## src/mac_bus_pkg.sv

```systemverilog
`default_nettype none

package mac_bus_pkg;

    //////////////////////////////
    // chip host port timing
    //////////////////////////////

    localparam int DATA_WIDTH      = 16;  // width of the chip data port.
    localparam int STROBE_CYCLES   = 2;   // cycles with cs_n and ior_n/iow_n low.
    localparam int RECOVERY_CYCLES = 4;   // released cycles after each strobe.
    localparam int IRQ_SYNC_STAGES = 2;   // flops in the interrupt synchronizer.

    // one counter covers both the strobe and the recovery phase
    localparam int MAX_PHASE_CYCLES =
        (RECOVERY_CYCLES > STROBE_CYCLES) ? RECOVERY_CYCLES : STROBE_CYCLES;
    localparam int CNT_WIDTH = $clog2(MAX_PHASE_CYCLES + 1);

    //////////////////////////////
    // request and response words
    //////////////////////////////

    // processor side request, one raw chip access.
    typedef struct packed {
        logic                  write;  // 1 write, 0 read.
        logic                  cmd;    // 0 index port, 1 data port.
        logic [DATA_WIDTH-1:0] wdata;  // ignored on reads.
    } mac_req_t;

    // one response per request, in request order.
    typedef struct packed {
        logic                  write;  // echo of the request type.
        logic [DATA_WIDTH-1:0] rdata;  // zero for writes.
    } mac_rsp_t;

endpackage

`default_nettype wire

```

## src/pipe_reg.sv

```systemverilog
`default_nettype none

// registered valid/ready stage with one skid slot
module pipe_reg #(
    parameter type payload_t = logic
) (
    input  wire logic     clk,
    input  wire logic     rst,
    input  wire logic     in_valid,
    input  wire payload_t in_data,
    output logic          in_ready,
    output logic          out_valid,
    output payload_t      out_data,
    input  wire logic     out_ready
);

    payload_t skid_data;
    logic     skid_valid;
    logic     skid_valid_next;
    logic     out_valid_next;
    logic     in_fire;
    logic     out_free;   // output register may be loaded this cycle.
    logic     load_out;
    logic     load_skid;

    assign in_fire  = in_valid && in_ready;
    assign out_free = out_ready || !out_valid;

    // the skid slot is drained first, so it never competes with in_data.
    assign load_out  = out_free && (skid_valid || in_fire);
    assign load_skid = in_fire && !out_free;

    always_comb begin
        skid_valid_next = skid_valid;
        out_valid_next  = out_valid;
        if (out_free) begin
            out_valid_next  = skid_valid || in_fire;
            skid_valid_next = 1'b0;
        end else if (in_fire) begin
            skid_valid_next = 1'b1;  // output stalled, park the new item.
        end
    end

    //////////////////////////////
    // control
    //////////////////////////////

    always_ff @(posedge clk or posedge rst) begin
        if (rst) begin
            out_valid  <= 1'b0;
            skid_valid <= 1'b0;
            in_ready   <= 1'b0;
        end else begin
            out_valid  <= out_valid_next;
            skid_valid <= skid_valid_next;
            in_ready   <= !skid_valid_next;  // full once both slots hold data.
        end
    end

    //////////////////////////////
    // payload
    //////////////////////////////

    always_ff @(posedge clk) begin
        if (load_out) begin
            out_data <= skid_valid ? skid_data : in_data;
        end
        if (load_skid) begin
            skid_data <= in_data;
        end
    end

endmodule

`default_nettype wire

```

## src/mac_bus_access.sv

```systemverilog
`default_nettype none

// one chip host port access at a time
module mac_bus_access
    import mac_bus_pkg::*;
(
    input  wire logic                  clk,
    input  wire logic                  rst,

    input  wire logic                  req_valid,
    output logic                       req_ready,
    input  wire mac_req_t              req,

    output logic                       rsp_valid,
    input  wire logic                  rsp_ready,
    output mac_rsp_t                   rsp,

    output logic                       cs_n,
    output logic                       ior_n,
    output logic                       iow_n,
    output logic                       cmd,
    output logic [DATA_WIDTH-1:0]      sd_out,
    output logic                       sd_oe,
    input  wire logic [DATA_WIDTH-1:0] sd_in,
    input  wire logic                  intr,
    output logic                       irq
);

    typedef enum logic [1:0] {
        ST_IDLE,
        ST_STROBE,
        ST_RECOVERY,
        ST_RESPOND
    } state_t;

    state_t                     state;
    logic   [CNT_WIDTH-1:0]     cnt;
    logic                       accept;
    logic                       strobe_end;
    logic   [IRQ_SYNC_STAGES-1:0] irq_sync;

    assign req_ready  = (state == ST_IDLE);
    assign rsp_valid  = (state == ST_RESPOND);
    assign accept     = req_ready && req_valid;
    assign strobe_end = (state == ST_STROBE) && (cnt == '0);

    //////////////////////////////
    // access sequencer
    //////////////////////////////

    always_ff @(posedge clk or posedge rst) begin
        if (rst) begin
            state <= ST_IDLE;
            cnt   <= '0;
            cs_n  <= 1'b1;
            ior_n <= 1'b1;
            iow_n <= 1'b1;
            sd_oe <= 1'b0;
        end else begin
            unique case (state)

                ST_IDLE: begin
                    if (req_valid) begin
                        cs_n  <= 1'b0;
                        ior_n <= req.write;
                        iow_n <= !req.write;
                        sd_oe <= req.write;  // drive the bus for writes only.
                        cnt   <= CNT_WIDTH'(STROBE_CYCLES - 1);
                        state <= ST_STROBE;
                    end
                end

                ST_STROBE: begin
                    if (cnt == '0) begin
                        cs_n  <= 1'b1;
                        ior_n <= 1'b1;
                        iow_n <= 1'b1;
                        sd_oe <= 1'b0;
                        cnt   <= CNT_WIDTH'(RECOVERY_CYCLES - 1);
                        state <= ST_RECOVERY;
                    end else begin
                        cnt <= cnt - 1'b1;
                    end
                end

                ST_RECOVERY: begin
                    // all strobes stay released here.
                    if (cnt == '0) begin
                        state <= ST_RESPOND;
                    end else begin
                        cnt <= cnt - 1'b1;
                    end
                end

                ST_RESPOND: begin
                    if (rsp_ready) begin
                        state <= ST_IDLE;
                    end
                end

                default: begin
                    state <= ST_IDLE;
                end

            endcase
        end
    end

    //////////////////////////////
    // address, data and response
    //////////////////////////////

    always_ff @(posedge clk) begin
        if (accept) begin
            cmd        <= req.cmd;
            sd_out     <= req.wdata;
            rsp.write  <= req.write;
            rsp.rdata  <= '0;
        end
        // chip data is valid on the last strobe edge.
        if (strobe_end && !rsp.write) begin
            rsp.rdata <= sd_in;
        end
    end

    //////////////////////////////
    // interrupt synchronizer
    //////////////////////////////

    always_ff @(posedge clk or posedge rst) begin
        if (rst) begin
            irq_sync <= '0;
        end else begin
            irq_sync <= {irq_sync[IRQ_SYNC_STAGES-2:0], intr};
        end
    end

    assign irq = irq_sync[IRQ_SYNC_STAGES-1];

endmodule

`default_nettype wire

```

## src/mac_bus_bridge.sv

```systemverilog
`default_nettype none

// request stage, chip sequencer and response stage in a row
module mac_bus_bridge
    import mac_bus_pkg::*;
(
    input  wire logic                  clk,
    input  wire logic                  rst,

    input  wire logic                  req_valid,
    output logic                       req_ready,
    input  wire mac_req_t              req,

    output logic                       rsp_valid,
    input  wire logic                  rsp_ready,
    output mac_rsp_t                   rsp,

    output logic                       chip_rst_n,
    output logic                       chip_cs_n,
    output logic                       chip_ior_n,
    output logic                       chip_iow_n,
    output logic                       chip_cmd,
    output logic [DATA_WIDTH-1:0]      chip_sd_out,
    output logic                       chip_sd_oe,
    input  wire logic [DATA_WIDTH-1:0] chip_sd_in,
    input  wire logic                  chip_intr,
    output logic                       irq
);

    logic     acc_req_valid;
    logic     acc_req_ready;
    mac_req_t acc_req;
    logic     acc_rsp_valid;
    logic     acc_rsp_ready;
    mac_rsp_t acc_rsp;

    assign chip_rst_n = !rst;  // chip held in reset with the bridge.

    pipe_reg #(.payload_t(mac_req_t)) req_stage_i (
        .clk       (clk),
        .rst       (rst),
        .in_valid  (req_valid),
        .in_data   (req),
        .in_ready  (req_ready),
        .out_valid (acc_req_valid),
        .out_data  (acc_req),
        .out_ready (acc_req_ready)
    );

    mac_bus_access access_i (
        .clk       (clk),
        .rst       (rst),
        .req_valid (acc_req_valid),
        .req_ready (acc_req_ready),
        .req       (acc_req),
        .rsp_valid (acc_rsp_valid),
        .rsp_ready (acc_rsp_ready),
        .rsp       (acc_rsp),
        .cs_n      (chip_cs_n),
        .ior_n     (chip_ior_n),
        .iow_n     (chip_iow_n),
        .cmd       (chip_cmd),
        .sd_out    (chip_sd_out),
        .sd_oe     (chip_sd_oe),
        .sd_in     (chip_sd_in),
        .intr      (chip_intr),
        .irq       (irq)
    );

    pipe_reg #(.payload_t(mac_rsp_t)) rsp_stage_i (
        .clk       (clk),
        .rst       (rst),
        .in_valid  (acc_rsp_valid),
        .in_data   (acc_rsp),
        .in_ready  (acc_rsp_ready),
        .out_valid (rsp_valid),
        .out_data  (rsp),
        .out_ready (rsp_ready)
    );

endmodule

`default_nettype wire

```

## config.mk

```make
export PLATFORM = sky130hd
export DESIGN_NAME = mac_bus_bridge
export DESIGN_NICKNAME = d
export VERILOG_FILES = /design/src/mac_bus_pkg.sv /design/src/pipe_reg.sv /design/src/mac_bus_access.sv /design/src/mac_bus_bridge.sv
export SDC_FILE = /design/constraint.sdc
export NUM_CORES = 1
export LEC_CHECK = 0
export ABC_CLOCK_PERIOD_IN_PS = 4800
export CORE_MARGIN = 10
export CORE_UTILIZATION = 67
export CTS_CLUSTER_SIZE = 24
export DETAILED_ROUTE_END_ITERATION = 10
export DONT_BUFFER_PORTS = 1
export GPL_TIMING_DRIVEN = 0
export PLACE_DENSITY = 0.83
export SLEW_MARGIN = 15
export SYNTH_ARGS = -nofsm -noshare
export SYNTH_HDL_FRONTEND = slang
export SYNTH_SLANG_ARGS = --single-unit
```

## constraint.sdc

```tcl
create_clock -name clk -period 4.8 [get_ports clk]
set_clock_uncertainty 0.05 [all_clocks]
set_input_delay 0.96 -clock clk [delete_from_list [all_inputs] [get_ports clk]]
set_output_delay 0.96 -clock clk [all_outputs]
set_load 0.01 [all_outputs]
```

==> results of run 1 <==
[cell type report]
cell class / count / area [um^2]
antenna: 1 / 2.50
buffer: 5 / 33.8
clock buffer: 19 / 422
clock inverter: 13 / 153
fill: 329 / 1230
inverter: 11 / 41.3
multi-input combinational: 104 / 928
sequential: 121 / 3550
tap: 77 / 96.3
[power by group through the flow]
stage | Clock, W | Combinational (W) | Sequential [W]
final | 0.00122 | 0.000704 | 0.00192
after global routing | 0.00128 | 0.000781 | 0.00196
after CTS | 0.00123 | 0.000710 | 0.00193
after detailed placement | 0 | 0.000694 | 0.00194
after global placement | 0 | 0.000657 | 0.00193
after floorplan | 0 | 0.000551 | 0.00186
[synthesized netlist by cell type, types with 2 or more instances]
master | number | area (um^2)
a21oi_1 | 6 | 30.0
nand2_1 | 2 | 7.51
and3_1 | 2 | 12.5
ha_1 | 7 | 87.6
o21ai_1 | 2 | 10.0
inv_1 | 10 | 37.5
edfxtp_1 | 104 | 3120
mux2i_1 | 2 | 20.0
mux2_1 | 36 | 405
buf_2 | 3 | 15.0
mux2_4 | 2 | 30.0
and2_1 | 17 | 106
nand2b_1 | 5 | 31.3
dfrtp_1 | 14 | 350
dfstp_2 | 3 | 78.8
nor2b_1 | 2 | 12.5
nor2_1 | 5 | 18.8
[kinds of logic (layout without fill, tap and decap cells)]
logic type / Yosys count / after routing / synth area share
AOI/OAI and AO/OA: 15 / 15 / 0.0242
adders and majority gates: 7 / 7 / 0.0192
buffers and inverters: 16 / 48 / 0.0165
DFF: 121 / 121 / 0.781
muxes: 40 / 40 / 0.100
other: 0 / 1 / 0
and+or+nand+nor: 42 / 42 / 0.0594
[metrics by stage]
step,utilization,setup slack [ns],power [W]
after global routing,0.809,1.87,0.00402
after floorplan,-,2.42,0.00242
after CTS,0.809,2.02,0.00388
final,0.810,2.02,0.00385
after global placement,0.719,2.14,0.00258
after detailed placement,0.720,2.07,0.00264
[flip-flops by register name (all words and copies together), names as in the netlist]
signal	count
rsp_stage_i.out_data	17
req_stage_i.out_data	18
access_i.rsp	17
req_stage_i.skid_data	18
access_i.cmd	1
access_i.sd_oe	1
access_i.cs_n	1
req_stage_i.out_valid	1
access_i.irq_sync	2
access_i.iow_n	1
req_stage_i.in_ready	1
access_i.cnt	3
rsp_stage_i.in_ready	1
rsp_stage_i.skid_data	17
rsp_stage_i.out_valid	1
access_i.sd_out	16
req_stage_i.skid_valid	1
access_i.ior_n	1
access_i.state	2
rsp_stage_i.skid_valid	1
[critical path: cells and delay by family, from the launching register on]
kind | cells | cell delay, ns
DFF | 1 | 0.42
and+or+nand+nor | 2 | 1.44
adders and majority gates | 1 | 0.36
buffers and inverters | 1 | 0.14
[how the worst max path moves through the flow]
stage | start | end | slack, ns | depth (start not counted)
after floorplan | rst | chip_rst_n | 2.42 | 1
after global placement | access_i.state[0] | access_i.rsp[9] | 2.14 | 4
after detailed placement | access_i.state[0] | access_i.rsp[10] | 2.07 | 4
after CTS | access_i.state[0] | access_i.rsp[9] | 2.02 | 4
after global routing | access_i.state[0] | access_i.rsp[10] | 1.87 | 4
final | access_i.state[0] | access_i.rsp[15] | 2.02 | 4
[cell usage in the layout, fill, tap and decap left out, types with 5 or more instances in the layout]
| master | count |
|---|---|
| clkinv_2 | 5 |
| mux2_1 | 36 |
| nand2b_1 | 5 |
| edfxtp_1 | 104 |
| ha_1 | 7 |
| and2_1 | 17 |
| a21oi_1 | 6 |
| dfrtp_1 | 14 |
| clkbuf_16 | 16 |
| inv_1 | 10 |
[routing by layer]
layer	wire length (um)	global-route usage	vias up
li1	-	-	947
met2	3940	0.251	69
met5	0	0	-
met3	658	0.0877	15
met4	142	0.0792	0
met1	3190	0.171	1054
==> metrics.yaml, run 1 <==
run:
  drv_cap: 0
timing:
  fmax_mhz: 359
  rsz0062_at_grt: "false"
  timing.final.crit_period_ns: 2.78
  maxSlewViolCount: 0
  worstMarginPinSlew_ns: 0.927
  fin_tns_setup_ns: 0
  period_share: 0.580
  setup_viol: 0
  hold_ws_ns: 0.299
  relSlewSlack: 0.381
  final_hold_viol_count: 0
setup_path:
  worstSetupEndpointType: "flop"
  critPathKind: "flop to flop"
  reg2reg_setup_slack_ns: 2.02
  cp_cell_sequence: "inv_1, ha_1, and2_1, or2_1"
  worst_path_largest_cell_delay_ns: 0.78
  r2r-start: "access_i.state[0]"
  crit_required_ns: 4.88
  reg2reg_to: "access_i.rsp[15]"
  worst_ep_arrival_time_ns: 2.86
  crit_fanout: 19
  slowest_stage: "and2_1"
  cp-start-kind: "flop"
  reg2reg_depth: 4
layout:
  drive_above_1_share: 0.176
  final_cell_area_um2: 5230
  stdcell_count: 351
  final_nets: 306
  area_growth_pct: 14.9
cts:
  tritoncts: "done"
  htreeDepth: 4
  cts_buffer_depth: 2
  root_buffer: "clkbuf_8"
  cts_buffers: 17
  ctsResizeCount: 0
  clock_latency_ns: 0.50
  cts_setup_buffers: 0
  clock_sinks: 121
  postCtsHoldBufs: 0
  path_clk_slew_ns: 0.06
logic_synthesis:
  seq_area_frac_synth: 0.781
  async_flop_share: 0.140
  syn_nets: 287
  synth_edf_count: 104
  syn_inst: 241
  yosys_warnings: 0
  syn-cell-area_um2: 4550
  synth_seq_cells: 121
  synth_ff_type: "edfxtp_1"
  synthesis.area_per_instance_um2: 18.9
  synth.distinct_cells: 36
power_and_ir_drop:
  internal-power_w: 0.00274
  pwr_density_cell_nw_per_um2: 736
  seqPwrFrac: 0.500
  pwr-share-comb: 0.183
  leakagePower_nw: 1.91
  switching_share: 0.286
  clkPwrFrac: 0.317
  switchingPower_w: 0.00110
  peakVddDrop_mv: 0.423
die:
  start_util: 0.705
  fp.dieW_um: 102
  die_h_um: 102
  num_rows: 29
  ios: 81
  core_um2: 6460
  die-area_um2: 10500
place:
  portBuffers: 0
  dp_hpwl_um: 5220
  place_congestion: 0.752
  dp_cells: 318
  dpl_cell_area_um2: 4650
status:
  outcome: "finished clean"
detailed_routing:
  drtIter0Drc: 68
  vias: 2085
  ant_nets: 0
  wl_per_cell_um: 22.6
  vias_per_cell: 5.94
  dr.pass1.iters: 4
  wl_um: 7930
  drc: 0
min_path:
  min-delay-start: "access_i.irq_sync[0]"
  hold_class: "flop to flop"
  whs_path_depth: 0
  min_to: "access_i.irq_sync[1]"
global_routing:
  antenna_found_initial: 1
  grt_start_max_net_pins: 20
  grt_pass1_wl_um: 12000
  track_usage: 0.159
  grt-ovfl-total: 0
  first_global_vias: 2179
Note: power is estimated with default switching activity, not from simulation.
==> inputs of run 2 (changes only) <==
--- a/config.mk
+++ b/config.mk
@@ -5,14 +5,14 @@
 export SDC_FILE = /design/constraint.sdc
 export NUM_CORES = 1
 export LEC_CHECK = 0
-export ABC_CLOCK_PERIOD_IN_PS = 4800
+export ABC_CLOCK_PERIOD_IN_PS = 2700
 export CORE_MARGIN = 10
-export CORE_UTILIZATION = 67
+export CORE_UTILIZATION = 62
 export CTS_CLUSTER_SIZE = 24
 export DETAILED_ROUTE_END_ITERATION = 10
 export DONT_BUFFER_PORTS = 1
 export GPL_TIMING_DRIVEN = 0
-export PLACE_DENSITY = 0.83
+export PLACE_DENSITY = 0.78
 export SLEW_MARGIN = 15
 export SYNTH_ARGS = -nofsm -noshare
 export SYNTH_HDL_FRONTEND = slang
==> constraint.sdc (replaced) <==
create_clock -name clk -period 2.7 [get_ports clk]
set_clock_uncertainty 0.05 [all_clocks]
set_input_delay 0.54 -clock clk [delete_from_list [all_inputs] [get_ports clk]]
set_output_delay 0.54 -clock clk [all_outputs]
set_load 0.01 [all_outputs]
==> metrics.yaml, run 2 (synthesis gave the netlist of run 1 again) <==
timing:
  hold_ws_ns: -0.00167
  timing.final.crit_period_ns: 2.44
  relSlewSlack: 0.439
  period_share: 0.903
  fmax_mhz: 410
  worstMarginPinSlew_ns: 0.840
  maxSlewViolCount: 0
  setup_viol: 0
  final_hold_viol_count: 5
  worst_slack_ns: 0.262
  rsz0062_at_grt: "false"
setup_path:
  worst_path_dominant_cell_family: "simple AND/OR/NAND/NOR gates"
  crit_required_ns: 2.78
  crit_fanout: 19
  worstSetupEndpointType: "flop"
  reg2reg_depth: 4
  reg2reg_setup_slack_ns: 0.26
  critPathKind: "flop to flop"
  worst_path_largest_cell_delay_ns: 0.62
  cp_cell_sequence: "inv_1, ha_1, and2_2, or2_1"
  worst_ep_arrival_time_ns: 2.52
  cp_num_buf_inv: 1
  cp-start-kind: "flop"
  slowest_stage: "or2_1"
  crit_cells: 4
place:
  dp_hpwl_um: 5200
  place_congestion: 0.782
  pre_cts_ws_ns: -0.0346
  portBuffers: 0
  dpl_cell_area_um2: 4690
  dp_cells: 341
layout:
  area_growth_pct: 15.6
  final_common_cell: "edfxtp_1"
  stdcell_count: 374
  n_fill_cell: 429
  reg_top3: "req_stage_i.out_data x18, req_stage_i.skid_data x18"
  final_nets: 308
  drive_above_1_share: 0.168
  final_cell_mix: "edfxtp_1 (104), mux2_1 (36), and2_1 (16), clkbuf_16 (16), dfrtp_1 (14)"
  final_cell_area_um2: 5260
cts:
  cts_setup_buffers: 0
  path_clk_slew_ns: 0.05
  root_buffer: "clkbuf_8"
  clock_sinks: 121
  cts_buffer_depth: 2
  clock_latency_ns: 0.50
  htreeDepth: 4
  tritoncts: "done"
  cts_buffers: 17
detailed_routing:
  wl_um: 7400
  ant_nets: 0
  drc: 0
  vias: 2021
  vias_per_cell: 5.40
  dr.pass1.iters: 4
  wl_per_cell_um: 19.8
  drtIter0Drc: 79
die:
  core_um2: 7180
  fp.dieW_um: 106
  num_rows: 31
  die-area_um2: 11200
  start_util: 0.634
  die_h_um: 106
  ios: 81
min_path:
  hold_class: "primary input to asynchronous set/reset pin"
global_routing:
  grt-ovfl-total: 0
  grt_pass1_wl_um: 12000
  first_global_vias: 2206
  track_usage: 0.144
  antenna_found_initial: 1
  grt_start_max_net_pins: 20
power_and_ir_drop:
  leakagePower_nw: 1.91
  power_w: 0.00674
  peakVddDrop_mv: 0.672
  pwr_density_cell_nw_per_um2: 1280
status:
  violations: "negative hold slack"
  outcome: "finished, violations left"
run:
  drv_cap: 0
[run 2: cell count changes in the layout (fill, tap and decap cells not counted)]
cell           delta
clkinvlp_4        -1
and2_1            -1
clkbuf_1          +1
buf_6             +1
clkinv_2          -1
and2_2            +1
dlygate4sd3_1     +1
clkinv_4          -1
clkinv_1          +2
inv_6             -1
[run 2: what timing repair did]
| action | in CTS | in global routing |
|---|---|---|
| hold buffers | 1 | 0 |
| gates resized for setup | 1 | 0 |
| endpoints found under the setup margin | 16 | 0 |
| hold endpoints to repair | 1 | 0 |
[run 2: layout make-up]
type,instances,area [um^2],area share
Multi-Input combinational cell,104,930,0.177
Buffer,5,33.8,0.00642
Clock buffer,20,425,0.0809
Sequential cell,121,3550,0.675
Inverter,11,41.3,0.00785
Tap cell,99,124,0.0235
Antenna cell,1,2.50,0.000476
Clock inverter,11,130,0.0247
Timing Repair Buffer,2,21.3,0.00404
[run 2: metal layers]
layer,vias up,global-route usage,wire (um)
met5,-,0,0
met4,0,0.0832,108
met3,11,0.0786,701
met2,69,0.221,3740
met1,997,0.155,2840
li1,944,-,-
[run 2: path summary, 6_finish.rpt]
| check | startpoint | end |
|---|---|---|
| max in group asynchronous | rst | access_i.cnt[1] |
| min reg2reg | access_i.irq_sync[0] | access_i.irq_sync[1] |
| min | rst | access_i.state[1] |
| max reg2reg | access_i.state[0] | access_i.rsp[3] |
| min in group clk | req[16] | req_stage_i.skid_data[16] |
| max | access_i.state[0] | access_i.rsp[3] |
[run 2: worst register-to-register path: stages, from the launching register on]
cell and delay, ns:
dfrtp_1 0.41, inv_1 0.11, ha_1 0.35, and2_2 0.51
or2_1 0.62
[run 2: stage by stage]
stage	utilization	TNS [ns]
floorplan	-	0
global placement	0.651	-0.400
detailed placement	0.654	-0.544
CTS	0.733	0
global route	0.733	0
finish	0.733	0
[run 2: power breakdown]
group | total (W) | internal [W] | leakage, nW | switching (W)
sequential | 0.00339 | 0.00299 | 1.17 | 0.000398
clock | 0.00210 | 0.00138 | 0.275 | 0.000715
combinational | 0.00125 | 0.000502 | 0.470 | 0.000746
==> inputs of run 3 (changes only) <==
--- a/config.mk
+++ b/config.mk
@@ -5,14 +5,14 @@
 export SDC_FILE = /design/constraint.sdc
 export NUM_CORES = 1
 export LEC_CHECK = 0
-export ABC_CLOCK_PERIOD_IN_PS = 2700
-export CORE_MARGIN = 10
-export CORE_UTILIZATION = 62
+export ABC_CLOCK_PERIOD_IN_PS = 2200
+export CORE_MARGIN = 8
+export CORE_UTILIZATION = 56
 export CTS_CLUSTER_SIZE = 24
 export DETAILED_ROUTE_END_ITERATION = 10
 export DONT_BUFFER_PORTS = 1
 export GPL_TIMING_DRIVEN = 0
-export PLACE_DENSITY = 0.78
+export PLACE_DENSITY = 0.74
 export SLEW_MARGIN = 15
 export SYNTH_ARGS = -nofsm -noshare
 export SYNTH_HDL_FRONTEND = slang
==> constraint.sdc (replaced) <==
create_clock -name clk -period 2.2 [get_ports clk]
set_clock_uncertainty 0.05 [all_clocks]
set_input_delay 0.44 -clock clk [delete_from_list [all_inputs] [get_ports clk]]
set_output_delay 0.44 -clock clk [all_outputs]
set_load 0.01 [all_outputs]
==> metrics.yaml, run 3 (synthesis gave the netlist of run 1 again) <==
status:
  outcome: "finished clean"
detailed_routing:
  wl_per_cell_um: 20.0
  wl_um: 7990
  drc: 0
  drtIter0Drc: 86
  dr.pass1.iters: 4
  vias: 2129
  vias_per_cell: 5.32
  ant_nets: 0
place:
  dp_hpwl_um: 5400
  pre_cts_ws_ns: -0.271
  place_congestion: 0.788
  portBuffers: 0
timing:
  worstMarginPinSlew_ns: 0.924
  fin_tns_setup_ns: 0
  rsz0062_at_grt: "false"
  final_hold_viol_count: 0
  period_share: 0.913
  maxSlewViolCount: 0
  timing.final.crit_period_ns: 2.01
  relSlewSlack: 0.383
  fmax_mhz: 498
  worst_slack_ns: 0.191
  setup_viol: 0
  hold_ws_ns: 0.0418
cts:
  clock_latency_ns: 0.51
  path_clk_slew_ns: 0.06
  cts_buffers: 17
  clock_sinks: 121
  cts_buffer_depth: 2
  tritoncts: "done"
  htreeDepth: 4
  root_buffer: "clkbuf_8"
global_routing:
  grt-ovfl-total: 0
  antenna_found_initial: 1
  first_global_vias: 2344
  grt_start_max_net_pins: 20
  track_usage: 0.152
  grt_pass1_wl_um: 12600
power_and_ir_drop:
  peakVddDrop_mv: 0.867
  pwr_density_cell_nw_per_um2: 1520
  leakagePower_nw: 1.99
layout:
  reg_top3: "req_stage_i.out_data x18, req_stage_i.skid_data x18"
  final_cell_mix: "edfxtp_1 (104), mux2_1 (36), dlygate4sd3_1 (20)"
  drive_above_1_share: 0.184
  area_growth_pct: 20.2
  final_nets: 327
  final_common_cell: "edfxtp_1"
run:
  drv_cap: 0
die:
  core_um2: 8050
  die-area_um2: 11300
  ios: 81
  start_util: 0.565
  die_h_um: 106
  fp.dieW_um: 106
  num_rows: 33
setup_path:
  cp-start-kind: "primary input"
  cp_num_buf_inv: 2
  crit_fanout: 18
  cp_cell_sequence: "dlygate4sd3_1, inv_1"
  critPathKind: "primary input to output pin"
  crit_start: "rst"
  worstSetupEndpointType: "output pin"
  slowest_stage: "inv_1"
  crit_required_ns: 1.71
  r2r-start: "access_i.state[1]"
  worst_path_dominant_cell_family: "buffers and inverters"
  worst_ep_arrival_time_ns: 1.52
  worst_path_largest_cell_delay_ns: 0.54
min_path:
  min-delay-start: "rsp_ready"
  hold_class: "primary input to flop"
==> run 3: timing repair <==
action,CTS,global route
resized for setup,3,1
endpoints found under the hold margin,33,0
hold buffers,20,0
endpoints found under the setup margin,34,16
pin swaps,0,0
setup buffers,0,0
==> run 3: metrics by stage <==
stage,total power [W],std cells,area (um^2),utilization
after floorplan,0.00527,241,4550,-
after global placement,0.00565,346,4680,0.582
after detailed placement,0.00582,347,4700,0.584
after CTS,0.00840,399,5460,0.679
after global routing,0.00874,400,5470,0.679
final,0.00832,400,5470,0.679
==> run 3: final timing paths <==
check | to | cells past startpoint | slack, ns
worst max-delay path | chip_rst_n | 2 | 0.19
worst min-delay path | rsp_stage_i.out_valid | 2 | 0.04
worst max register to register | req_stage_i.skid_data[17] | 4 | 0.22
worst min register to register | access_i.irq_sync[1] | 0 | 0.30
max in group asynchronous | rsp_stage_i.skid_valid | 2 | 1.19
min in group asynchronous | req_stage_i.in_ready | 2 | 0.45
==> run 3: report_power, final <==
group | total, W | leakage, nW | switching [W] | internal, W
Sequential | 0.00417 | 1.17 | 0.000504 | 0.00367
Combinational | 0.00161 | 0.551 | 0.000951 | 0.000663
Clock | 0.00254 | 0.269 | 0.00102 | 0.00151
==> run 3: per-layer routing <==
metal,up-vias,GRT usage,part of all wire
met5,-,0,0
met4,0,0.0905,0.022
met3,15,0.0557,0.080
met2,75,0.244,0.50
met1,1044,0.171,0.40
li1,995,-,-
==> run 3: cell type report <==
type / instances / area [um^2]
timing repair buffer: 21 / 215
sequential: 121 / 3550
clock inverter: 15 / 144
multi-input combinational: 104 / 935
tap: 105 / 131
inverter: 11 / 41.3
antenna: 1 / 2.50
clock buffer: 17 / 414
fill: 522 / 2580
buffer: 5 / 33.8
